===== src/rtl/serial_slave_pkg.sv =====
//////////////////////////////////////////////////
// shared defaults for the serial bus slave
// the id field is $clog2(SLAVES+1) bits wide, so id 0
// is left free and ids run from 1 to SLAVES
//////////////////////////////////////////////////
package serial_slave_pkg;

    // word width of the memory and of the serial data lines
    parameter int DEF_DATA_WIDTH = 32;

    // memory depth in words
    parameter int DEF_ADDR_DEPTH = 256;

    // slaves sharing the control line
    parameter int DEF_SLAVES = 3;

    // id this slave answers to
    parameter int DEF_SLAVE_ID = 1;

    // read access delay in cycles
    parameter int DEF_DELAY = 2;

    // leading pattern of every frame on the control line
    parameter logic [2:0] START_CODE = 3'b111;

    // controller states
    typedef enum logic [2:0] {
        IDLE,
        HEADER_WAIT,
        WRITE_WORD,
        WRITE_STORE,
        READ_DELAY,
        READ_FETCH,
        READ_SEND,
        BURST_GAP
    } slave_state_e;

endpackage


===== src/rtl/data_shifter.sv =====
//////////////////////////////////////////////////
// serial data paths, both msb first
// shift_en and send_en are never high together, so
// one bit counter serves both directions
//////////////////////////////////////////////////
`timescale 1ns/1ps

module data_shifter #(
    parameter int DATA_WIDTH = serial_slave_pkg::DEF_DATA_WIDTH
) (
    input  logic                  clk,
    input  logic                  rstN,
    input  logic                  wD,
    input  logic                  shift_en,
    input  logic                  load_word,
    input  logic                  send_en,
    input  logic [DATA_WIDTH-1:0] rd_word,
    output logic [DATA_WIDTH-1:0] wr_word,
    output logic                  rD,
    output logic                  word_done
);
    localparam int CNT_W = $clog2(DATA_WIDTH + 1);

    logic [DATA_WIDTH-1:0] wr_shift;
    logic [DATA_WIDTH-1:0] rd_shift;
    logic [CNT_W-1:0]      bit_cnt;
    logic                  step;

    assign step      = shift_en || send_en;
    // high in the cycle of the final bit, so wr_word is whole on the next cycle
    assign word_done = step && (bit_cnt == CNT_W'(DATA_WIDTH - 1));
    assign wr_word   = wr_shift;
    assign rD        = rd_shift[DATA_WIDTH-1];

    always_ff @(posedge clk or negedge rstN) begin
        if (!rstN) begin
            bit_cnt <= '0;
        end else if (load_word) begin
            bit_cnt <= '0;
        end else if (step) begin
            bit_cnt <= word_done ? '0 : bit_cnt + 1'b1;
        end
    end

    always_ff @(posedge clk) begin
        if (shift_en) begin
            wr_shift <= {wr_shift[DATA_WIDTH-2:0], wD};
        end
    end

    // cleared so rD idles low
    always_ff @(posedge clk or negedge rstN) begin
        if (!rstN) begin
            rd_shift <= '0;
        end else if (load_word) begin
            rd_shift <= rd_word;
        end else if (send_en) begin
            rd_shift <= {rd_shift[DATA_WIDTH-2:0], 1'b0};
        end
    end

    a_cnt_range: assert property (
        @(posedge clk) disable iff (!rstN) bit_cnt < CNT_W'(DATA_WIDTH)
    );

endmodule


===== config.mk =====
export PLATFORM = sky130hd
export DESIGN_NAME = data_shifter
export DESIGN_NICKNAME = d
export VERILOG_FILES = /design/src/rtl/serial_slave_pkg.sv /design/src/rtl/data_shifter.sv
export SDC_FILE = /design/constraint.sdc
export NUM_CORES = 1
export LEC_CHECK = 0
export BUFFER_PORTS_ARGS = -buffer_cell sky130_fd_sc_hd__clkbuf_2
export CORE_ASPECT_RATIO = 1.2
export CORE_MARGIN = 4
export CORE_UTILIZATION = 45
export DETAILED_ROUTE_END_ITERATION = 8
export PLACE_DENSITY = 0.7
export SLEW_MARGIN = 40
export SYNTH_ARGS = -nofsm -noshare
export SYNTH_HDL_FRONTEND = slang
export SYNTH_SLANG_ARGS = --single-unit

===== constraint.sdc =====
create_clock -name clk -period 3.39 [get_ports clk]
set_input_delay 0.5085 -clock clk [delete_from_list [all_inputs] [get_ports clk]]
set_output_delay 0.5085 -clock clk [all_outputs]
set_load 0.01 [all_outputs]

; After elaboration in Yosys (flattened, before gate mapping)
; Cells that the tools add are included.
[op_classes]
shift = 0
mul = 0
n_reduce_logical = 4
bitwise_logic = 0
eq_ne = 1
order_cmp = 0
div_mod_pow = 0
add_sub_neg = 1
muxes = 5
[op_table]
columns = operator, n
row1 = $mux 32, 2
row2 = $mux 6, 3
row3 = $add 6x1->6 const B, 1
row4 = $eq 6x5->1 const B, 1
row5 = $reduce_bool 2->1, 2
row6 = $logic_and 1x1->1, 1
row7 = $logic_or 1x1->1, 1
[totals]
latch_bits = 0
ff_bits = 70
wordCells = 14
romBits = 0
n_memories = 0
ram_bits = 0
output_inout_bits = 34

; Longest topological paths before layout
[logic_depth]
word_depth = 5
depth_mapped = 5
depth_no_buf = 4

; Least setup slack after synthesis
; Ideal clock, no wire load.
[synth_timing]
path_kind = input -> output
from = input send_en
to = output word_done
stages = 3
n_path_buf = 1
t_required_ns = 2.882
setup_slack_ns = 1.778
arrival_time_ns = 1.103
path_cell_list = buf_4 o211ai_1 nor3_2
[synth_via]
elab_chain_cells = 2
[synth_rtl]
columns = element, line
row1 = from (decl), data_shifter.sv:16  ; input logic send_en,
row2 = $logic_or 1x1->1, data_shifter.sv:29  ; assign step = shift_en || send_en;
row3 = $logic_and 1x1->1, data_shifter.sv:31  ; assign word_done = step && (bit_cnt == CNT_W'(DATA_WIDTH - 1));
row4 = to (decl), data_shifter.sv:20  ; output logic word_done
; Every way passes these cells.

; Worst setup path after layout
; Same ends and word-level chain as after synthesis.

==> impl_metrics.py <==
metrics = {
    "critical_path": {
        "regToRegStartpoint": "bit_cnt[0]",
        "crit_top_cell": "clkbuf_2",
        "crit_arrival_ns": 1.69,
        "cpMaxStageDelayCell": "clkbuf_2",
        "critPathKind": "input port to primary output",
        "setup.worst_path.start": "send_en",
        "required_ns": 2.88,
        "critPathBufInv": 2,
        "critPathLaunchType": "input port",
        "crit_path_end_kind": "primary output",
        "crit_family": "buffers and inverters",
        "path_cells": "clkbuf_2, o211ai_1, nor3_2, clkbuf_2",
        "max_stage_delay_ns": 0.43,
        "reg2regPathDepth": 4,
        "rrSetupSlack_ns": 2.07,
        "timing.rr.end": "bit_cnt[1]",
        "critical_path_peak_fanout": 18,
    },
    "global_routing": {
        "grt_pass1_vias": 1801,
        "grt_max_degree": 45,
        "grt.overflow.total": 0,
        "antenna_found_initial": 0,
        "track_usage": 0.1470,
        "grt_pass1_wl_mm": 8.286,
    },
    "synthesis": {
        "synth_cell_types": 21,
        "yosys.area.top_type": "edfxtp_1",
        "synth_cells": 204,
        "ys_ff_latch": 70,
        "netlist.area_leader.share": 0.3494,
        "async_reset_ff_frac": 0.5429,
        "postSynthAreaPerCell_um2": 13.48,
        "syn_nets": 243,
        "netlist_top_cells_count": "dfrtp_1 (38), nand2_1 (34), o21ai_0 (34)",
        "yosysMostFrequentCell": "dfrtp_1",
        "mappedNetlistArea_um2": 2750,
        "yosysSeqAreaShare": 0.6952,
        "synth_flop_cell": "dfrtp_1",
        "synthTopCellsByArea": "edfxtp_1 (35%), dfrtp_1 (35%), mux2i_1 (12%), o21ai_0 (6.2%), nand2_1 (4.6%)",
        "synth_edf_count": 32,
        "synth_warnings": 0,
    },
    "final_layout": {
        "drive_gt1_frac": 0.3227,
        "final_cells": 362,
        "regArea_um2": 1912,
        "n_antenna_cell": 0,
        "nNetsFinal": 316,
        "multiInputGateArea_um2": 770.7,
        "final_area_um2": 3381,
        "n_fill_cell": 542,
        "area_growth_pct": 22.93,
    },
    "timing": {
        "rsz0062_at_grt": "no",
        "setup_violations": 0,
        "worst_pin_slew_ns": 0.5432,
        "whs_ns": 0.1568,
        "slew_headroom": 0.6379,
        "fmax_mhz": 455.3,
        "period_share": 0.6480,
        "finalHoldViolCount": 0,
        "skew_ns": 0.003578,
        "report.final.slew_viol_count": 0,
        "fin_crit_ns": 2.197,
        "tns_ns": 0,
    },
    "drt": {
        "ant_nets": 0,
        "drc": 0,
        "wl_per_cell_um": 13.37,
        "drt_iter0_drc": 85,
        "via_count": 1718,
        "wl_mm": 4.840,
        "via_per_inst": 4.746,
        "first_pass_iters": 3,
    },
    "hold_path": {
        "min_path_type": "input port to asynchronous set/reset pin",
    },
    "clock_tree": {
        "tritoncts": "yes",
        "clk_pin_slew_ns": 0.07,
        "cts_root_buf": "clkbuf_8",
        "cts_buffers": 9,
        "post_cts_buffers": 0,
        "cts_buffer_depth": 2,
        "ctsResizeCount": 0,
        "clock_latency_ns": 0.34,
        "cts_htree_levels": 3,
        "cts_sinks": 70,
        "hold_buffers": 0,
    },
    "power_and_ir_drop": {
        "p_leak_nw": 1.551,
        "power_density_nw_per_um2": 551.1,
        "ir_worst_vdd_uv": 399.2,
    },
    "die": {
        "die_h_um": 93.64,
        "floorplan.initialDensity": 0.4758,
        "pin_count": 72,
        "rows": 30,
        "die_area_um2": 7431,
        "die_x_um": 79.37,
        "coreArea_um2": 5781,
    },
    "place": {
        "port_buffers": 71,
        "place_inst": 346,
        "placed_cell_area_um2": 3167,
        "place_congestion": 0.6568,
        "dpl.hpwl_mm": 3.358,
    },
    "job": {
        "maxCapViolations": 0,
    },
    "status": {
        "outcome": "finished, final reports clean",
    },
}
## flip-flops by register name, indices dropped and copies added (netlist names)
name / flops
bit_cnt: 6
rd_shift: 32
wr_word: 32
## metrics by stage
step / power, mW / util / setup WS (ns)
6_report: 1.863 / 0.5848 / 1.193
4_1_cts: 1.891 / 0.5848 / 1.192
5_1_grt: 1.962 / 0.5848 / 1.068
3_5_place_dp: 1.174 / 0.5478 / 1.190
2_1_floorplan: 1.094 / - / 1.778
3_3_place_gp: 1.168 / 0.5474 / 1.236
## cell type report
| cell class | count | share of cell area |
|---|---|---|
| clock buffers | 10 | 0.03775 |
| multi-input cells | 121 | 0.2280 |
| repair buffers | 74 | 0.1125 |
| flip-flops and latches | 70 | 0.5655 |
| clock inverters | 6 | 0.02554 |
| inverters | 1 | 0.001110 |
| well taps | 80 | 0.02961 |
## report_power, final
part           internal (mW)  switching (mW)  leakage (nW)  total (mW)
Combinational         0.0721          0.0896         0.658       0.162
Sequential             0.957          0.0343         0.785       0.992
Clock                  0.413           0.297         0.108       0.710
## cells by family (layout without fill, tap and decap cells)
kind of cell	after synthesis	count (layout)	synth area share
compound gates	38	38	0.07552
xor+xnor	3	3	0.009556
fa+ha+maj	1	1	0.004549
buf+inv	13	91	0.02457
flops	70	70	0.6952
mux	32	32	0.1165
simple gates	47	47	0.07416
## metal layers
layer | up-vias | part of all wire | global-route usage
met5 | - | 0 | 0
met4 | 0 | 0.019 | 0.06877
met3 | 9 | 0.051 | 0.04432
met2 | 43 | 0.48 | 0.2282
met1 | 793 | 0.45 | 0.1883
li1 | 873 | - | -
## worst max path at each step
stage                     end  slack, ns  depth (start not counted)
global route        word_done       1.07                          4
global placement    word_done       1.24                          4
finish              word_done       1.19                          4
floorplan           word_done       1.78                          3
CTS                 word_done       1.19                          4
detailed placement  word_done       1.19                          4
## cells in the final DEF, fill, tap and decap left out, drive strengths merged
| master | instances |
|---|---|
| edfxtp | 32 |
| nand2 | 34 |
| inv | 1 |
| nand2b | 2 |
| mux2i | 32 |
| o2111ai | 1 |
| a211oi | 1 |
| nand3 | 1 |
| or3 | 1 |
| o41ai | 1 |
| dfrtp | 38 |
| o211ai | 1 |
| nand3b | 1 |
| clkbuf | 81 |
| nor3 | 4 |
| bufinv | 2 |
| xor2 | 3 |
| buf | 3 |
| nor2 | 4 |
| o21ai | 34 |
| ha | 1 |
| clkinv | 4 |
Note: power is estimated with default switching activity, not from simulation.
