**config.mk**
```make
export PLATFORM = sky130hd
export DESIGN_NAME = frame_receiver
export DESIGN_NICKNAME = d
export VERILOG_FILES = /design/src/rtl/serial_slave_pkg.sv /design/src/rtl/frame_receiver.sv
export SDC_FILE = /design/constraint.sdc
export NUM_CORES = 1
export LEC_CHECK = 0
export ABC_AREA = 1
export BUFFER_PORTS_ARGS = -buffer_cell sky130_fd_sc_hd__buf_2
export CORE_AREA = 2 2 45 47
export DETAILED_ROUTE_END_ITERATION = 12
export DIE_AREA = 0 0 47 49
export PLACE_DENSITY = 0.75
export SYNTH_ARGS = -nofsm -noshare
export SYNTH_HDL_FRONTEND = slang
export SYNTH_SLANG_ARGS = --single-unit
```
**constraint.sdc**
```tcl
create_clock -name clk -period 2.75 [get_ports clk]
set_input_delay 0.4125 -clock clk [delete_from_list [all_inputs] [get_ports clk]]
set_output_delay 0.4125 -clock clk [all_outputs]
set_load 0.005 [all_outputs]
```
**src/rtl/serial_slave_pkg.sv**
```systemverilog
//////////////////////////////////////////////////
// shared defaults for the serial bus slave
// the id field is $clog2(SLAVES+1) bits wide, so id 0
// is left free and ids run from 1 to SLAVES
//////////////////////////////////////////////////
package serial_slave_pkg;

    // word width of the memory and of the serial data lines
    parameter int DEF_DATA_WIDTH = 32;

    // memory depth in words
    parameter int DEF_ADDR_DEPTH = 256;

    // slaves sharing the control line
    parameter int DEF_SLAVES = 3;

    // id this slave answers to
    parameter int DEF_SLAVE_ID = 1;

    // read access delay in cycles
    parameter int DEF_DELAY = 2;

    // leading pattern of every frame on the control line
    parameter logic [2:0] START_CODE = 3'b111;

    // controller states
    typedef enum logic [2:0] {
        IDLE,
        HEADER_WAIT,
        WRITE_WORD,
        WRITE_STORE,
        READ_DELAY,
        READ_FETCH,
        READ_SEND,
        BURST_GAP
    } slave_state_e;

endpackage

```
**src/rtl/frame_receiver.sv**
```systemverilog
//////////////////////////////////////////////////
// frame layout, msb first
//   start(3) | id | write | burst | address
// a frame starts on the first high control bit seen
// while enable is high; enable must stay high until
// header_valid
//////////////////////////////////////////////////
`timescale 1ns/1ps

module frame_receiver #(
    parameter int SLAVES     = serial_slave_pkg::DEF_SLAVES,
    parameter int SLAVE_ID   = serial_slave_pkg::DEF_SLAVE_ID,
    parameter int ADDR_DEPTH = serial_slave_pkg::DEF_ADDR_DEPTH
) (
    input  logic                          clk,
    input  logic                          rstN,
    input  logic                          control,
    input  logic                          enable,
    output logic                          header_valid,
    output logic                          header_match,
    output logic                          is_write,
    output logic                          is_burst,
    output logic [$clog2(ADDR_DEPTH)-1:0] start_addr
);
    localparam int ID_W      = $clog2(SLAVES + 1);
    localparam int ADDR_W    = $clog2(ADDR_DEPTH);
    localparam int FRAME_LEN = 3 + ID_W + 2 + ADDR_W;
    localparam int CNT_W     = $clog2(FRAME_LEN + 1);

    logic [FRAME_LEN-1:0] hdr;
    logic [CNT_W-1:0]     bit_cnt;
    logic                 active;
    logic                 take_bit;
    logic [2:0]           start_bits;
    logic [ID_W-1:0]      frame_id;

    // once the frame has begun every cycle carries a bit
    assign take_bit     = active ? !header_valid : (enable && control);
    assign header_valid = active && (bit_cnt == CNT_W'(FRAME_LEN));

    always_ff @(posedge clk or negedge rstN) begin
        if (!rstN) begin
            active  <= 1'b0;
            bit_cnt <= '0;
        end else if (header_valid) begin
            active  <= 1'b0;
            bit_cnt <= '0;
        end else if (take_bit) begin
            active  <= 1'b1;
            bit_cnt <= bit_cnt + 1'b1;
        end
    end

    // header bits only, held until the next frame begins
    always_ff @(posedge clk) begin
        if (take_bit) begin
            hdr <= {hdr[FRAME_LEN-2:0], control};
        end
    end

    // field decode
    assign start_bits   = hdr[FRAME_LEN-1 -: 3];
    assign frame_id     = hdr[FRAME_LEN-4 -: ID_W];
    assign is_write     = hdr[ADDR_W+1];
    assign is_burst     = hdr[ADDR_W];
    assign start_addr   = hdr[ADDR_W-1:0];
    assign header_match = (start_bits == serial_slave_pkg::START_CODE) &&
                          (frame_id == ID_W'(SLAVE_ID));

    // the controller acts on a single decode per frame
    a_single_header: assert property (
        @(posedge clk) disable iff (!rstN) header_valid |=> !header_valid
    );

endmodule

```
Word level (Yosys, flattened, before mapping)
Index checks and enable logic that the tools add are counted.
{"block": "totals", "reg_bits": 20, "latch_bits": 0, "ramBits": 0, "mem_bits_ro": 0, "inputBits": 4, "out_inout_bits": 12, "memories": 0}
{"block": "classes", "addsub": 1, "n_mul": 0, "n_div": 0, "n_lt_le_gt_ge": 0, "n_eq_ne": 3, "n_shift": 0, "n_mux": 5, "bitwise": 0, "reduce_logical": 5}
{"cell": "two-way mux 4 bit", "n": 2}
{"cell": "adder 4 x 1 -> 4 bit, second input constant", "n": 1}
{"cell": "equality test 4 bit, second input constant", "n": 1}
{"cell": "equality test 3 bit, second input constant", "n": 1}
{"cell": "logical AND 1 bit", "n": 3}
{"cell": "two-way mux 1 bit", "n": 3}
{"cell": "equality test 2 x 1 -> 1 bit, second input constant", "n": 1}
{"cell": "nonzero test 2 bit", "n": 1}
{"cell": "zero test 1 bit", "n": 1}

Depth between registers and ports, before layout
Gate-level depths: netlist of the first run.
{"block": "logic_depth", "word_depth": 6, "mapped_depth": 5, "ltp_nobuf": 5}

Least setup slack after synthesis of the first run
Ideal clock, no wire load.
{"block": "synth_path", "path_kind": "register to register", "start": "register bit_cnt[0]", "end": "register hdr[0] (enable)", "setup_time_ps": 386, "t_arrival_ps": 1433, "required_time_ps": 2364, "setup_slack_ps": 930, "stages_incl_launch_ff": 5, "path_buffers": 0, "period_less_slack_ps": 1820, "path_cell_list": "dfrtp_1 ha_1 nand3_2 inv_1 nor2_1"}
{"block": "synth_via", "elab_chain_len": 4}
{"element": "start: declaration", "line": "frame_receiver.sv:31", "source": "logic [CNT_W-1:0] bit_cnt;"}
{"element": "start signal: assignment", "line": "frame_receiver.sv:50", "source": "bit_cnt <= bit_cnt + 1'b1;"}
{"element": "equality test 4 bit", "line": "frame_receiver.sv:39", "source": "assign header_valid = active && (bit_cnt == CNT_W'(FRAME_LEN));"}
{"element": "logical AND 1 bit", "line": "frame_receiver.sv:39"}
{"element": "via header_valid", "line": "frame_receiver.sv:19", "source": "output logic header_valid,"}
{"element": "zero test 1 bit", "line": "frame_receiver.sv:38", "source": "assign take_bit = active ? !header_valid : (enable && control);"}
{"element": "two-way mux 1 bit", "line": "frame_receiver.sv:38"}
{"element": "via take_bit", "line": "frame_receiver.sv:33", "source": "logic take_bit;"}
{"element": "end signal: assignment", "line": "frame_receiver.sv:57", "source": "hdr <= {hdr[FRAME_LEN-2:0], control};"}
{"element": "end: declaration", "line": "frame_receiver.sv:30", "source": "logic [FRAME_LEN-1:0] hdr;"}
The timed path passes the listed nets, and every way through them passes these cells.
A chain may end at the register's enable or synchronous reset.

Worst setup path in the final report of the first run
{"block": "layout_path", "start": "register bit_cnt[0]", "end": "output header_valid"}
{"block": "layout_via", "elab_chain_len": 2}
{"element": "equality test 4 bit", "line": "frame_receiver.sv:39"}
{"element": "logical AND 1 bit", "line": "frame_receiver.sv:39"}
{"element": "end: declaration", "line": "frame_receiver.sv:19"}
No other way between the ends.

==> results.toml, run 1 <==
[status]
status = "finished clean"

[sta]
fin_setup_tns_ns = 0
hold_violations = 0
fin_crit_sh_pct = 60.6
max_slew_margin_pct = 87.7
worstMarginPinSlew_ns = 0.185
skew_ns = 0.00223
rsz0062_at_grt = "no"
layout_min_cycle_time_ns = 1.67
drv_slew = 0
setup_viol = 0
timing.final.ws_setup_ns = 1.08
clock.fmax_mhz = 600
whs_ns = 0.301

[global_routing]
grtUsageMet1_pct = 12.4
antenna_found_initial = 0
grt.busiest_layer = "met2"
grt-ovfl-total = 0
met3_usage_pct = 7.78
first_global_vias = 376
grt_use_met2_pct = 14.8
grt_max_degree = 16
grtUsageTotal_pct = 10.4
grt_pass1_wl_um = 1630

[critical_path]
setup.worst_path.class = "reg2out"
arrival_ns = 1.25
critPathLaunchType = "flip-flop"
end_kind = "primary output"
worstPathRequired_ns = 2.34
timing.rr.start = "bit_cnt[0]"
r2r_end = "hdr[5]"
r2r_setup_slack_ns = 1.32
worst-path-max-fanout = 4
worst_r2r_path_depth = 5

[drt]
wl_um = 1020
viasPerCell = 4.13
drc = 0
first_pass_iters = 3
drt_iter0_drc = 2
vias = 401
post_drt_wl_per_cell_um = 10.6
antenna_left = 0

[clock_network]
clk_path_buf_depth = 2
clock_latency_ns = 0.29
clock-sinks = 20
clockRootBuffer = "clkbuf_4"
clk_pin_slew_ns = 0.11
cts_tree = "built"
numCtsBuffers = 3
htreeDepth = 1
post_cts_resized = 0

[yosys]
synth_largest_area_cell = "edfxtp_1"
syn_avg_cell_area_um2 = 13.7
synth_top_area_share_pct = 57.5
synth_seq_cells = 20
ys_top_cells_by_count = "edfxtp_1 (15), nand2_1 (9), buf_4 (8), inv_1 (6), dfrtp_1 (5)"
synth.yosys.seq_area_share_pct = 73.5
synthesis.area_um2 = 783
synth.distinct_cells = 16
synth_area_leaders = "edfxtp_1 (58%), dfrtp_1 (16%), buf_4 (7.7%)"
synth-edff-count = 15
synth_cells = 57
ys_warn_count = 0
syn_nets = 62
async_reset_ff_share_pct = 25.0
yosysMostFrequentCell = "edfxtp_1"
yosys_most_used_dff = "edfxtp_1"

[power_and_ir_drop]
power_frac_seq_pct = 54.7
power_density_nw_per_um2 = 1240
p_clk_share_pct = 20.9
peakVddDrop_v = 0.000585
p_leak_nw = 0.415
combPwrFrac_pct = 24.4
p_sw_share_pct = 28.5
internal_power_w = 0.000801
power_switching_w = 0.000320

[layout]
drive_above_1_share_pct = 34.3
nets = 76
areaGrowthSynthToFinish_pct = 15.2
n_antenna_cell = 0
nFillCells = 169
stdcell_area_um2 = 902

[placed_design]
gp_congestion = 0.687
place_ws_ns = 1.32
placed_cell_area_um2 = 840
port_buffers = 15
dp_hpwl_um = 762

[floorplanning]
die_x_um = 47
die_area_um2 = 2300
core.rowCount = 16
initial_core_util_pct = 42.5
die_y_um = 49
fp.coreArea_um2 = 1840
io_pins = 16

[flow_run]
maxCapViolCount = 0

[worst_hold_path]
holdCritPathClass = "in2reg"
min_path_cells = 1
min_to = "hdr[0]"
min_from = "control"
-- critical path, stage by stage, from the launching register on --
cell	delay, ns
dfrtp_1	0.42
ha_1	0.24
nand3_2	0.10
inv_1	0.06
buf_2	0.12
-- cell type report --
| cell class | instances | area, um^2 | area share (%) |
|---|---|---|---|
| well taps | 27 | 33.8 | 3.74 |
| multi-input cells | 23 | 125 | 13.9 |
| clock buffers | 3 | 22.5 | 2.50 |
| inverters | 6 | 22.5 | 2.50 |
| clock inverters | 1 | 30.0 | 3.33 |
| flip-flops and latches | 20 | 576 | 63.8 |
| repair buffers | 17 | 92.6 | 10.3 |
-- cells in the final DEF, fill, tap and decap left out --
master	count
bufinv_16	1
o21ai_0	1
xnor2_1	1
nand2_2	1
nor2_1	3
nor2_2	1
dlygate4sd3_1	1
buf_4	1
clkbuf_4	3
nand3_2	1
inv_1	6
edfxtp_1	15
ha_1	1
buf_2	15
nor3_1	1
dfrtp_1	5
nand2_4	1
nand3_1	2
nand2_1	9
a21oi_1	1
-- state kept, by name, summed over array words and instances (netlist names) --
name,count
active,1
bit_cnt,4
hdr,15
-- power by group through the flow --
stage | registers (W) | logic [W] | clock network, W
global route | 0.000639 | 0.000314 | 0.000255
finish | 0.000613 | 0.000274 | 0.000234
CTS | 0.000618 | 0.000280 | 0.000245
detailed placement | 0.000620 | 0.000281 | 0
global placement | 0.000618 | 0.000270 | 0
floorplan | 0.000601 | 0.000236 | 0
-- logic make-up after synthesis --
family	after synthesis	synth area share (%)
adder cells (fa/ha/maj)	1	1.60
AND/OR/NAND/NOR	19	12.0
AO/OA/AOI/OAI	2	1.28
buffers and inverters	14	10.5
XOR/XNOR	1	1.12
flip-flops	20	73.5
-- metal layers --
layer	part of all wire, %	wire [um]	vias up
li1	-	-	207
met1	48	493	181
met2	46	467	13
met3	6.2	63	0
met4	0	0	0
met5	0	0	-
-- stage by stage --
step | utilization (%) | total power [W] | cells
after floorplan | - | 0.000838 | 57
after global placement | 45.6 | 0.000888 | 92
after detailed placement | 45.6 | 0.000902 | 92
after CTS | 49.0 | 0.00114 | 97
after global routing | 49.0 | 0.00121 | 97
final | 49.0 | 0.00112 | 97
-- how the worst max path moves through the flow --
| stage | start | to | slack [ns] | cells after the start |
|---|---|---|---|---|
| 5_1_grt | bit_cnt[0] | header_valid | 0.98 | 4 |
| 4_1_cts | bit_cnt[0] | header_valid | 1.06 | 4 |
| 2_1_floorplan | bit_cnt[0] | hdr[0] | 0.93 | 4 |
| 6_report | bit_cnt[0] | header_valid | 1.08 | 4 |
| 3_3_place_gp | bit_cnt[0] | hdr[7] | 1.33 | 5 |
| 3_5_place_dp | bit_cnt[0] | hdr[7] | 1.32 | 5 |
-- repair_timing --
action,in CTS,in global routing
hold endpoints to repair,5,0
buffers inserted,0,0
hold buffers,1,0
(Power assumes the default switching activity.)
==> run 2, diff against run 1 <==
--- a/config.mk
+++ b/config.mk
@@ -10,7 +10,7 @@
 export CORE_AREA = 2 2 45 47
 export DETAILED_ROUTE_END_ITERATION = 12
 export DIE_AREA = 0 0 47 49
-export PLACE_DENSITY = 0.75
+export PLACE_DENSITY = 0.78
 export SYNTH_ARGS = -nofsm -noshare
 export SYNTH_HDL_FRONTEND = slang
 export SYNTH_SLANG_ARGS = --single-unit
==> constraint.sdc (replaced) <==
create_clock -name clk -period 1.5 [get_ports clk]
set_input_delay 0.225 -clock clk [delete_from_list [all_inputs] [get_ports clk]]
set_output_delay 0.225 -clock clk [all_outputs]
set_load 0.005 [all_outputs]
==> run 2 against run 1 <==
Critical endpoint unchanged. Critical path depth stayed put. Highest routed layer unchanged. Power grew 91%. Largest cell class unchanged. Clock skew is 0.0034 ns higher. Sequential share of layout area is 2.1 points lower.
==> results.toml, run 2 (synthesis gave the netlist of run 1 again) <==
[status]
status = "finished clean"

[layout]
nFillCells = 183
utilization_pct = 50.6
regMostFlops = "hdr"
nets = 77
final_cells = 98
n_antenna_cell = 0
reg_top3 = "hdr: 15 flops, bit_cnt: 4 flops, active: 1 flops"
areaGrowthSynthToFinish_pct = 19.0
multi_input_area_um2 = 135
largest_register_ffs = 15
seq_area_um2 = 576
drive_above_1_share_pct = 39.4
layout_common_cells = "edfxtp_1 (15), buf_2 (15), nand2_1 (9), inv_1 (5), dfrtp_1 (5)"

[sta]
clock.fmax_mhz = 703
timing.final.ws_setup_ns = 0.0766
worstMarginPinSlew_ns = 0.139
fin_setup_tns_ns = 0
drv_slew = 0
setup_viol = 0
skew_ns = 0.00566
layout_min_cycle_time_ns = 1.42
fin_crit_sh_pct = 94.9
hold_violations = 0
max_slew_margin_pct = 90.6

[floorplanning]
die_area_um2 = 2300
io_pins = 16
die_x_um = 47
core.rowCount = 16
initial_core_util_pct = 42.5
fp.coreArea_um2 = 1840
die_y_um = 49

[power_and_ir_drop]
power_density_nw_per_um2 = 2290
peakVddDrop_v = 0.00109
p_leak_nw = 0.424

[worst_hold_path]
min_from = "control"
min_path_cells = 1
min_to = "hdr[0]"
holdCritPathClass = "in2reg"

[clock_network]
clockRootBuffer = "clkbuf_4"
clock_latency_ns = 0.29
clk_pin_slew_ns = 0.11
numCtsBuffers = 3
clock-sinks = 20
htreeDepth = 1
cts_tree = "built"
clk_path_buf_depth = 2

[drt]
wl_um = 1090
wl_met3_um = 75
first_pass_iters = 2
vias = 410
routed.top_layer = "met3"
routed-wl-met2_um = 524
wl_met1_um = 488
post_drt_wl_per_cell_um = 11.1
viasPerCell = 4.18
antenna_left = 0
drt_iter0_drc = 2
drc = 0

[critical_path]
arrival_ns = 1.20
end_kind = "primary output"
r2r_end = "hdr[11]"
cp-startpoint = "bit_cnt[1]"
worst_r2r_path_depth = 5
timing.rr.start = "bit_cnt[0]"
worst-path-max-fanout = 3
setup.worst_path.class = "reg2out"
critPathLaunchType = "flip-flop"
r2r_setup_slack_ns = 0.21
worstPathRequired_ns = 1.27

[placed_design]
dp_hpwl_um = 810
port_buffers = 15
gp_congestion = 0.695
place_ws_ns = 0.126
dp.cells = 92

[global_routing]
grt_max_degree = 16
first_global_vias = 413
grt_pass1_wl_um = 1730
grt-ovfl-total = 0
grtUsageTotal_pct = 10.5
antenna_found_initial = 0

[flow_run]
maxCapViolCount = 0
[run 2: cell types whose count changed in the layout (fill, tap and decap cells not counted), sizes merged]
| cell | change |
|---|---|
| buf | +1 |
[run 2: area by class of cell]
type | instances | area share [%]
Multi-Input combinational cell | 23 | 14.5
Clock buffer | 3 | 2.42
Clock inverter | 1 | 3.22
Inverter | 6 | 2.42
Tap cell | 27 | 3.62
Timing Repair Buffer | 18 | 12.1
Sequential cell | 20 | 61.7
[run 2: per-stage QoR]
step | total power [W] | hold slack, ns | instance area (um^2)
2_1_floorplan | 0.00155 | -0.0706 | 791
3_3_place_gp | 0.00168 | 0.0414 | 860
3_5_place_dp | 0.00171 | 0.0428 | 860
4_1_cts | 0.00215 | 0.116 | 930
5_1_grt | 0.00229 | 0.108 | 932
6_report | 0.00214 | 0.123 | 932
[run 2: critical path, stage by stage (launching register included)]
cell,delay [ns]
dfrtp_1,0.37
ha_2,0.21
nand3_2,0.11
inv_2,0.10
buf_2,0.12
[run 2: timing repair]
item / CTS / global route
endpoints found under the setup margin: 1 / 1
hold buffers: 1 / 0
pin swaps: 0 / 0
setup buffers: 1 / 0
resized for setup: 0 / 2
hold endpoints to repair: 5 / 0
[run 2: how the worst max path moves through the flow]
stage              endpoint  slack (ns)
6_report       header_valid        0.08
5_1_grt        header_valid      -0.009
4_1_cts        header_valid        0.02
3_3_place_gp         hdr[6]        0.17
2_1_floorplan        hdr[0]         0.1
3_5_place_dp         hdr[8]        0.13
[run 2: report_power, final]
group	internal, W	switching (W)
sequential	0.000976	0.000138
combinational	0.000282	0.000316
clock	0.000270	0.000156
total	0.00153	0.000610
[run 2: per-layer routing]
| layer | vias up | GRT usage [%] |
|---|---|---|
| li1 | 209 | - |
| met1 | 190 | 12.5 |
| met2 | 11 | 16.2 |
| met3 | 0 | 4.44 |
| met4 | 0 | 4.17 |
| met5 | - | 0 |
