[src/rtl/serial_slave_pkg.sv]
//////////////////////////////////////////////////
// shared defaults for the serial bus slave
// the id field is $clog2(SLAVES+1) bits wide, so id 0
// is left free and ids run from 1 to SLAVES
//////////////////////////////////////////////////
package serial_slave_pkg;

    // word width of the memory and of the serial data lines
    parameter int DEF_DATA_WIDTH = 32;

    // memory depth in words
    parameter int DEF_ADDR_DEPTH = 256;

    // slaves sharing the control line
    parameter int DEF_SLAVES = 3;

    // id this slave answers to
    parameter int DEF_SLAVE_ID = 1;

    // read access delay in cycles
    parameter int DEF_DELAY = 2;

    // leading pattern of every frame on the control line
    parameter logic [2:0] START_CODE = 3'b111;

    // controller states
    typedef enum logic [2:0] {
        IDLE,
        HEADER_WAIT,
        WRITE_WORD,
        WRITE_STORE,
        READ_DELAY,
        READ_FETCH,
        READ_SEND,
        BURST_GAP
    } slave_state_e;

endpackage

[src/rtl/slave_controller.sv]
//////////////////////////////////////////////////
// transfer sequencer; writes take bits whenever valid
// is high, reads send one word per DATA_WIDTH cycles
// with no back-pressure; a burst ends on the word in
// which last was high
//////////////////////////////////////////////////
`timescale 1ns/1ps

module slave_controller #(
    parameter int DELAY      = serial_slave_pkg::DEF_DELAY,
    parameter int ADDR_DEPTH = serial_slave_pkg::DEF_ADDR_DEPTH
) (
    input  logic                          clk,
    input  logic                          rstN,
    input  logic                          header_valid,
    input  logic                          header_match,
    input  logic                          is_write,
    input  logic                          is_burst,
    input  logic [$clog2(ADDR_DEPTH)-1:0] start_addr,
    input  logic                          valid,
    input  logic                          last,
    input  logic                          word_done,
    output logic                          rx_enable,
    output logic                          shift_en,
    output logic                          load_word,
    output logic                          send_en,
    output logic                          mem_we,
    output logic                          mem_re,
    output logic [$clog2(ADDR_DEPTH)-1:0] mem_addr,
    output logic                          ready
);
    localparam int ADDR_W = $clog2(ADDR_DEPTH);
    localparam int DLY_W  = (DELAY > 1) ? $clog2(DELAY) : 1;

    serial_slave_pkg::slave_state_e state;

    logic [DLY_W-1:0]  dly_cnt;
    logic [ADDR_W-1:0] addr;
    logic              last_seen;
    // fetch takes two cycles, mem_re then load_word
    logic              fetch_phase;
    logic              fetching;

    assign fetching = (state == serial_slave_pkg::READ_FETCH) ||
                      (state == serial_slave_pkg::BURST_GAP);
    assign mem_addr = addr;

    always_comb begin
        rx_enable = (state == serial_slave_pkg::IDLE) ||
                    (state == serial_slave_pkg::HEADER_WAIT);
        // bits arriving during the store belong to the next word
        shift_en  = valid && ((state == serial_slave_pkg::WRITE_WORD) ||
                              (state == serial_slave_pkg::WRITE_STORE));
        send_en   = (state == serial_slave_pkg::READ_SEND);
        mem_we    = (state == serial_slave_pkg::WRITE_STORE);
        mem_re    = fetching && !fetch_phase;
        load_word = fetching && fetch_phase;
        ready     = !(fetching || (state == serial_slave_pkg::READ_DELAY));
    end

    always_ff @(posedge clk or negedge rstN) begin
        if (!rstN) begin
            state       <= serial_slave_pkg::IDLE;
            dly_cnt     <= '0;
            addr        <= '0;
            last_seen   <= 1'b0;
            fetch_phase <= 1'b0;
        end else begin
            case (state)
                // IDLE lasts one cycle after a transfer, a frame may already be arriving
                serial_slave_pkg::IDLE,
                serial_slave_pkg::HEADER_WAIT: begin
                    state <= serial_slave_pkg::HEADER_WAIT;
                    if (header_valid && !header_match) begin
                        state <= serial_slave_pkg::IDLE;
                    end else if (header_valid) begin
                        addr        <= start_addr;
                        last_seen   <= 1'b0;
                        dly_cnt     <= '0;
                        fetch_phase <= 1'b0;
                        if (is_write) begin
                            state <= serial_slave_pkg::WRITE_WORD;
                        end else if (DELAY == 0) begin
                            state <= serial_slave_pkg::READ_FETCH;
                        end else begin
                            state <= serial_slave_pkg::READ_DELAY;
                        end
                    end
                end
                serial_slave_pkg::WRITE_WORD: begin
                    if (last) begin
                        last_seen <= 1'b1;
                    end
                    if (word_done) begin
                        state <= serial_slave_pkg::WRITE_STORE;
                    end
                end
                serial_slave_pkg::WRITE_STORE: begin
                    last_seen <= 1'b0;
                    addr      <= addr + 1'b1;
                    if (!is_burst || last_seen) begin
                        state <= serial_slave_pkg::IDLE;
                    end else begin
                        state <= serial_slave_pkg::WRITE_WORD;
                    end
                end
                serial_slave_pkg::READ_DELAY: begin
                    if (dly_cnt == DLY_W'(DELAY - 1)) begin
                        state <= serial_slave_pkg::READ_FETCH;
                    end else begin
                        dly_cnt <= dly_cnt + 1'b1;
                    end
                end
                serial_slave_pkg::READ_SEND: begin
                    if (last) begin
                        last_seen <= 1'b1;
                    end
                    if (word_done) begin
                        if (!is_burst || last_seen || last) begin
                            state <= serial_slave_pkg::IDLE;
                        end else begin
                            addr  <= addr + 1'b1;
                            state <= serial_slave_pkg::BURST_GAP;
                        end
                    end
                end
                serial_slave_pkg::READ_FETCH,
                serial_slave_pkg::BURST_GAP: begin
                    fetch_phase <= !fetch_phase;
                    last_seen   <= 1'b0;
                    if (fetch_phase) begin
                        state <= serial_slave_pkg::READ_SEND;
                    end
                end
                default: state <= serial_slave_pkg::IDLE;
            endcase
        end
    end

    // the master has no way to stall on a write
    a_write_ready: assert property (
        @(posedge clk) disable iff (!rstN)
        (state == serial_slave_pkg::WRITE_WORD) |-> ready
    );

    a_one_mem_op: assert property (
        @(posedge clk) disable iff (!rstN) !(mem_we && mem_re)
    );

endmodule

[config.mk]
export PLATFORM = sky130hd
export DESIGN_NAME = slave_controller
export DESIGN_NICKNAME = d
export VERILOG_FILES = /design/src/rtl/serial_slave_pkg.sv /design/src/rtl/slave_controller.sv
export SDC_FILE = /design/constraint.sdc
export NUM_CORES = 1
export LEC_CHECK = 0
export BUFFER_PORTS_ARGS = -buffer_cell sky130_fd_sc_hd__buf_4
export CAP_MARGIN = 20
export CORE_ASPECT_RATIO = 0.6
export CORE_MARGIN = 5
export CORE_UTILIZATION = 40
export DETAILED_ROUTE_END_ITERATION = 6
export PLACE_DENSITY = 0.65
export SLEW_MARGIN = 15
export SYNTH_ARGS = -nofsm -noshare
export SYNTH_HDL_FRONTEND = slang
export SYNTH_SLANG_ARGS = --single-unit
[constraint.sdc]
create_clock -name clk -period 4.2 [get_ports clk]
set_input_delay 0.63 -clock clk [delete_from_list [all_inputs] [get_ports clk]]
set_output_delay 0.63 -clock clk [all_outputs]
set_load 0.02 [all_outputs]
# Word level (Yosys, flattened, before mapping)
# Index checks and enable logic that the tools add are counted.
[totals] register_bits=14 latch_bits=0 ram_bits=0 mem_bits_ro=0 inputBits=17 wordCells=72 n_memories=0
[op_classes] n_addsub=2 multipliers=0 div=0 magnitude_cmp=0 n_eq_ne=15 n_shift=0 mux=22 bitwise=0 n_reduce_logical=28
[ops] operator="$mux W8" count=4
[ops] operator="$mux W3" count=8
[ops] operator="$pmux W8 S3" count=1
[ops] operator="$pmux W3 S6" count=1
[ops] operator="$ne A2 B2 Y1 const B" count=7
[ops] operator="$eq A3 B3 Y1 const B" count=4
[ops] operator="$add A8 B1 Y8 const B" count=1
[ops] operator="$reduce_and A4 Y1" count=2
[ops] operator="$eq A3 B2 Y1 const B" count=2
[ops] operator="$logic_or A1 B1 Y1" count=6
[ops] operator="$reduce_and A3 Y1" count=2
[ops] operator="$reduce_bool A3 Y1" count=2
[ops] operator="$reduce_or A2 Y1" count=3
[ops] operator="$reduce_and A5 Y1" count=1
[ops] operator="$logic_and A1 B1 Y1" count=4
[ops] operator="$logic_not A1 Y1" count=4
[ops] operator="$mux W1" count=4
[ops] operator="$pmux W1 S2" count=2
[ops] operator="$reduce_bool A2 Y1" count=2
[ops] operator="$eq A3 B1 Y1 const B" count=1
[ops] operator="$logic_not A3 Y1" count=1
[ops] operator="$pmux W1 S3" count=1
[ops] operator="$reduce_or A3 Y1" count=1
[ops] operator="$mux W2" count=1
[ops] operator="2 further kinds" count=2

# Longest topological paths before layout
# Gate-level depths: netlist of the first run.
[logic_depth] ltp_word=6 depth_mapped=7 ltp_nobuf=5

# Worst setup path after synthesis of the first run
# OpenSTA, ideal clock, no wires.
[synth_path] path_kind="input to output" from="input port valid" to="output port shift_en" arrival_time_ns=1.151 slack_ns=2.419 cell_stages=1 path_buffers=0 path_cell_list="nor3b_1"
[synth_between] elab_chain_cells=1
[synth_rtl] element="from (decl)" line_no="slave_controller.sv:20" text="input logic valid,"
[synth_rtl] element="$logic_and A1 B1 Y1" line_no="slave_controller.sv:52" text="shift_en = valid && ((state == serial_slave_pkg::WRITE_WORD) ||"
[synth_rtl] element="to (decl)" line_no="slave_controller.sv:24" text="output logic shift_en,"
# Every way passes these cells.

# Worst setup path after layout of the first run
[layout_path] from="register state[2]" to="output port mem_we"
[layout_between] elab_chain_cells=1
[layout_rtl] element="from (decl)" line_no="slave_controller.sv:35" text="serial_slave_pkg::slave_state_e state;"
[layout_rtl] element="from (signal assigned)" line_no="slave_controller.sv:63" text="state <= serial_slave_pkg::IDLE;"
[layout_rtl] element="from (signal assigned)" line_no="slave_controller.sv:73" text="state <= serial_slave_pkg::HEADER_WAIT;"
[layout_rtl] element="from (signal assigned)" line_no="slave_controller.sv:75" text="state <= serial_slave_pkg::IDLE;"
[layout_rtl] element="$eq A3 B2 Y1" line_no="slave_controller.sv:55" text="mem_we = (state == serial_slave_pkg::WRITE_STORE);"
[layout_rtl] element="to (decl)" line_no="slave_controller.sv:27" text="output logic mem_we,"
# Every way passes these cells.

==> results of run 1 <==
cell type report:
type | count | area (sq um) | area share
clock buffers | 4 | 55.05 | 0.04400
inverters | 4 | 15.01 | 0.01200
multi-input cells | 84 | 560.5 | 0.4480
flip-flops and latches | 14 | 350.3 | 0.2800
well taps | 30 | 37.54 | 0.03000
repair buffers | 31 | 232.7 | 0.1860
cell usage in the layout, fill, tap and decap left out, types with 2 or more instances in the layout:
| cell type | count |
|---|---|
| a22oi_1 | 5 |
| a21oi_1 | 3 |
| o2bb2a_1 | 5 |
| o21ai_2 | 2 |
| nor2_1 | 3 |
| mux2i_1 | 2 |
| nor2b_1 | 3 |
| o22ai_1 | 2 |
| a31o_2 | 2 |
| nand3_1 | 5 |
| inv_1 | 4 |
| nor3b_1 | 3 |
| nand4_1 | 2 |
| buf_4 | 31 |
| and3_1 | 2 |
| clkbuf_8 | 4 |
| nand2b_1 | 2 |
| o211ai_1 | 2 |
| nand2_1 | 10 |
| dfrtp_1 | 14 |
| and2_1 | 2 |
| o21ai_0 | 13 |
sequential cells by signal, indices dropped and copies added (netlist names):
signal       count
dly_cnt          1
fetch_phase      1
last_seen        1
mem_addr         8
state            3
metal layers:
| metal | routed length, um | part of all wire |
|---|---|---|
| met3 | 129 | 0.048 |
| met5 | 0 | 0 |
| met1 | 1341 | 0.50 |
| met4 | 12 | 0.0045 |
| met2 | 1186 | 0.44 |
where the power goes:
| part | internal (mW) | switching [mW] |
|---|---|---|
| clock | 0.0831 | 0.0503 |
| combinational | 0.251 | 0.299 |
| sequential | 0.201 | 0.106 |
through the flow:
step	setup slack (ns)	area, sq um
after floorplan	2.419	987.2
after global placement	2.150	1196
after detailed placement	2.107	1196
after CTS	2.103	1251
after global routing	2.028	1251
final	2.097	1251
worst max-delay path: cells and delay by family, from the launching register on:
kind / cells / cell delay [ns]
flip-flops: 1 / 0.53
buffers and inverters: 1 / 0.21
AND/OR/NAND/NOR: 1 / 0.48
cell families after synthesis:
group           after synthesis  share of synthesized area
simple gates                 39                     0.2307
mux                           2                    0.02028
buf+inv                      11                    0.07730
compound gates               42                     0.3042
fa+ha+maj                     1                    0.01267
flops                        14                     0.3549
final timing paths:
kind	slack, ns	end	start
max	2.10	mem_we	state[2]$_DFFE_PN0P_
min	0.22	mem_addr[4]$_DFFE_PN0P_	rstN
max reg2reg	2.16	mem_addr[2]$_DFFE_PN0P_	state[2]$_DFFE_PN0P_
min reg2reg	0.52	dly_cnt$_DFFE_PN0P_	dly_cnt$_DFFE_PN0P_
max in group asynchronous	3.80	mem_addr[3]$_DFFE_PN0P_	rstN
min in group clk	0.52	dly_cnt$_DFFE_PN0P_	dly_cnt$_DFFE_PN0P_
==> out/metrics.cfg, run 1 <==
[setup_path]
reg2reg_depth=4
cp-end-kind=output port
max_stage_delay_ns=0.53
crit_fanout=15
required_ns=3.57
critPathArrivalTime_ns=1.47
crit_path_cell_trace=and3b_1 > buf_4
slowest_stage=dfrtp_1
crit_type=reg2out
cp-start-kind=register

[detailed_routing]
num_vias=953
viasPerCell=5.707
first_pass_iters=4
drc=0
wl_per_cell_um=15.99
drt_iter0_markers=61
antenna_left=0
wirelength_um=2670

[floorplan]
dieArea_sq_mm=0.003594
die-width_um=74.14
rows=13
io-pin-count=32
initial_utilization=0.4366
die_y_um=48.48
coreArea_sq_mm=0.002261

[global_routing]
grt_pass1_wl_um=4222
use_met3=0.05144
grt_use_met1=0.2123
track_usage=0.1498
globalRouteOverflowTotal=0
use_met2=0.2162
grt_antenna_before_repair=0
grt-busiest-layer=met2
grt_max_degree=16
grt_pass1_vias=866

[cells_and_area]
post_route_cells_drive_above_1_share=0.3212
fin_nets=156
finalNonFillerCells=167
syn2layout_area_growth_pct=26.74
n_antenna_cell=0
fill_cells=191
fin_util=0.5534

[cts]
cts_setup_buffers=0
cts_hold_buffers=0
clock-root-buffer=clkbuf_8
clk_pin_slew_ns=0.06
clkLatencyLatePin_ns=0.25
numCtsBuffers=3
htreeDepth=1
cts_tree=built
cts_resized=0
clockBufferDepth=2
cts.sinks=14

[pwr]
leakage_nw=0.5571
ir_drop_mv=0.3645
finalPower_mw=0.9904
powerDensity_mw_per_mm2=791.5

[yosys]
avgSynthCellArea_sq_um=9.057
synth_top_cell_by_area=dfrtp_1
yosysUniqueCellTypes=40
syn-num-nets=127
ys_ff_latch=14
synthDominantCellAreaShare=0.3549
synth_seq_area_share=0.3549
yosysMostFrequentCell=dfrtp_1
synthCells=109
syn_area_sq_um=987.2
synth_edf_count=0
synth_warnings=0
synthArstFlopShare=1.000
ys_top_cells_by_count=dfrtp_1 (14), o21ai_0 (13), nand2_1 (10)
synth_ff_type=dfrtp_1
synthTopCellsByArea=dfrtp_1 (35%), o21ai_0 (6.6%), o2bb2a_1 (5.1%), buf_6 (4.6%), a22oi_1 (3.8%)

[sta]
rsz0062_at_grt=false
slew_viol_final=0
fin_skew_ns=0.004171
max_freq_mhz=475.6
setup_tns_ns=0
worst_slew_pin_slew_ns=0.5099
period_minus_slack_ns=2.103
timing.slew.headroom=0.6593
final-setup-viol-count=0
period_share=0.5007
hold_viol_final=0
whs_ns=0.2230

[placement]
hpwl_um=2023
place_congestion=0.8356
port_buffers=31
post-place-cells=163

[min_path]
hold_path.class=in2async

[outcome]
outcome=finished, final reports clean

[job]
drv_cap=0

No activity file was read; power rests on OpenSTA's default activity.
==> run 2, diff against run 1 <==
--- a/config.mk
+++ b/config.mk
@@ -5,13 +5,14 @@
 export SDC_FILE = /design/constraint.sdc
 export NUM_CORES = 1
 export LEC_CHECK = 0
+export ABC_AREA = 1
 export BUFFER_PORTS_ARGS = -buffer_cell sky130_fd_sc_hd__buf_4
 export CAP_MARGIN = 20
 export CORE_ASPECT_RATIO = 0.6
 export CORE_MARGIN = 5
 export CORE_UTILIZATION = 40
 export DETAILED_ROUTE_END_ITERATION = 6
-export PLACE_DENSITY = 0.65
+export PLACE_DENSITY = 0.68
 export SLEW_MARGIN = 15
 export SYNTH_ARGS = -nofsm -noshare
 export SYNTH_HDL_FRONTEND = slang
==> constraint.sdc (replaced) <==
create_clock -name clk -period 1.9 [get_ports clk]
set_input_delay 0.285 -clock clk [delete_from_list [all_inputs] [get_ports clk]]
set_output_delay 0.285 -clock clk [all_outputs]
set_load 0.02 [all_outputs]
==> out/metrics.cfg, run 2 <==
[outcome]
outcome=finished, final reports clean

[placement]
post-place-cells=214
place_congestion=0.8159
hpwl_um=2127
port_buffers=31

[global_routing]
grt_pass1_vias=984
track_usage=0.1551
grt_pass1_wl_um=4381
globalRouteOverflowTotal=0
grt_antenna_before_repair=0
grt_max_degree=15

[pwr]
intPower_mw=1.099
powerDensity_mw_per_mm2=1646
p_seq_frac=0.299
power_frac_clock=0.133
ir_drop_mv=0.7821
p_comb_frac=0.569
swShare=0.4924
finalPower_mw=2.164
power.switching_mw=1.066
leakage_nw=0.7554

[sta]
worst_slew_pin_slew_ns=0.3019
fin_skew_ns=0.0009916
final-setup-viol-count=0
slew_viol_final=0
timing.slew.headroom=0.7987
max_freq_mhz=605.7
rsz0062_at_grt=false
period_share=0.8689
hold_viol_final=0
period_minus_slack_ns=1.651
setup_tns_ns=0

[detailed_routing]
wirelength_um=2606
viasPerCell=4.982
num_vias=1091
drt_iter0_markers=84
drc=0
antenna_left=0
first_pass_iters=4
wl_per_cell_um=11.90

[yosys]
ys_ff_latch=14
syn-num-nets=172
synth_edf_count=0
synthDominantCellAreaShare=0.3549
avgSynthCellArea_sq_um=6.410
synth_top_family_by_area=simple AND/OR/NAND/NOR gates
synth_seq_area_share=0.3549
syn_area_sq_um=987.2
yosysMostFrequentCell=nand2_1
synthArstFlopShare=1.000
yosys.area_share.simple=0.4575
synth_warnings=0
synthCells=154
synth-adder-area-share=0.01267
synth-compound-area-share=0.08619
synth_xor_area_frac=0.008872
muxShareOfSynthArea=0
synth_top_cell_by_area=dfrtp_1
ys_top_cells_by_count=nand2_1 (72), inv_1 (16), dfrtp_1 (14), nand3_1 (13), nor2_1 (11)
yosysUniqueCellTypes=24
synthTopCellsByArea=dfrtp_1 (35%), nand2_1 (27%), nand3_1 (6.6%), inv_1 (6.1%), nor2_1 (4.2%)
synth_ff_type=dfrtp_1

[floorplan]
dieArea_sq_mm=0.003594
io-pin-count=32
initial_utilization=0.4366
coreArea_sq_mm=0.002261
rows=13
die_y_um=48.48
die-width_um=74.14

[cells_and_area]
post_route_cells_drive_above_1_share=0.2381
syn2layout_area_growth_pct=33.21
final_common_cell=nand2_1
finalNonFillerCells=219
fin_nets=208
largest_reg_flops=8
n_antenna_cell=0
layout_common_cells=nand2_1 (72), buf_4 (31), inv_1 (16)
fill_cells=217

[min_path]
min-delay-start=last
hold_path.class=in2reg
hold_path_depth=3

[setup_path]
reg2reg_from=state[1]$_DFFE_PN0P_
crit_type=reg2out
cp-start-kind=register
critPathArrivalTime_ns=1.37
startpoint=state[2]$_DFFE_PN0P_
cp-end-kind=output port
required_ns=1.62
crit_fanout=9
reg2reg_depth=9

[cts]
htreeDepth=1
clkLatencyLatePin_ns=0.24
cts_tree=built
cts.sinks=14
clock-root-buffer=clkbuf_8
clk_pin_slew_ns=0.06
clockBufferDepth=2
numCtsBuffers=3
cts_setup_buffers=0

[job]
drv_cap=0

## run 2: worst max-delay path, stage by stage (launching register included)
cell	delay [ns]
dfrtp_1	0.51
nand2_1	0.17
inv_1	0.11
nand2_1	0.13
inv_1	0.08
buf_4	0.13
## run 2: worst paths after layout
kind | to | slack [ns]
max in group asynchronous | state[1]$_DFFE_PN0P_ | 1.31
hold reg to reg | last_seen$_DFFE_PN0P_ | 0.53
setup reg to reg | mem_addr[4]$_DFFE_PN0P_ | 0.42
setup / recovery | mem_re | 0.25
hold / removal | last_seen$_DFFE_PN0P_ | 0.32
min in group asynchronous | mem_addr[5]$_DFFE_PN0P_ | 0.42
## run 2: area by class of cell
cell class | count | area [sq um] | share of cell area
clock buffer | 4 | 55.05 | 0.04186
inverter | 19 | 71.32 | 0.05423
multi-input combinational | 120 | 558.0 | 0.4244
sequential | 14 | 350.3 | 0.2664
tap | 30 | 37.54 | 0.02854
timing repair buffer | 32 | 242.7 | 0.1846
## run 2: kinds of logic (layout without fill, tap and decap cells)
| group | after synthesis | count (layout) |
|---|---|---|
| compound gates | 12 | 12 |
| buf+inv | 20 | 55 |
| xor+xnor | 1 | 1 |
| fa+ha+maj | 1 | 1 |
| simple gates | 106 | 106 |
| flops | 14 | 14 |
## run 2: layer usage
layer / track usage / share of wire
met5: 0 / 0
met4: 0.03916 / 0.0031
met3: 0.04938 / 0.078
met2: 0.2221 / 0.43
met1: 0.2232 / 0.48
## run 2: power by group through the flow
stage | Sequential [mW] | Clock [mW] | Combinational (mW)
floorplan | 0.685 | 0 | 0.766
global placement | 0.639 | 0 | 1.22
detailed placement | 0.644 | 0 | 1.23
CTS | 0.641 | 0.289 | 1.24
global route | 0.669 | 0.309 | 1.38
finish | 0.647 | 0.287 | 1.23
## run 2: through the flow
| step | util | cell area (sq um) | worst slack (ns) | hold WS, ns |
|---|---|---|---|---|
| 2_1_floorplan | - | 987.2 | 0.5652 | -0.01059 |
| 3_3_place_gp | 0.5529 | 1250 | 0.5110 | 0.1441 |
| 3_5_place_dp | 0.5529 | 1250 | 0.4587 | 0.1433 |
| 4_1_cts | 0.5816 | 1315 | 0.2717 | 0.3163 |
| 5_1_grt | 0.5816 | 1315 | 0.1430 | 0.3177 |
| 6_report | 0.5816 | 1315 | 0.2491 | 0.3184 |
## run 2: what timing repair did
item | CTS | global route
gates resized for setup | 0 | 0
hold buffers | 1 | 0
endpoints found under the hold margin | 14 | 0
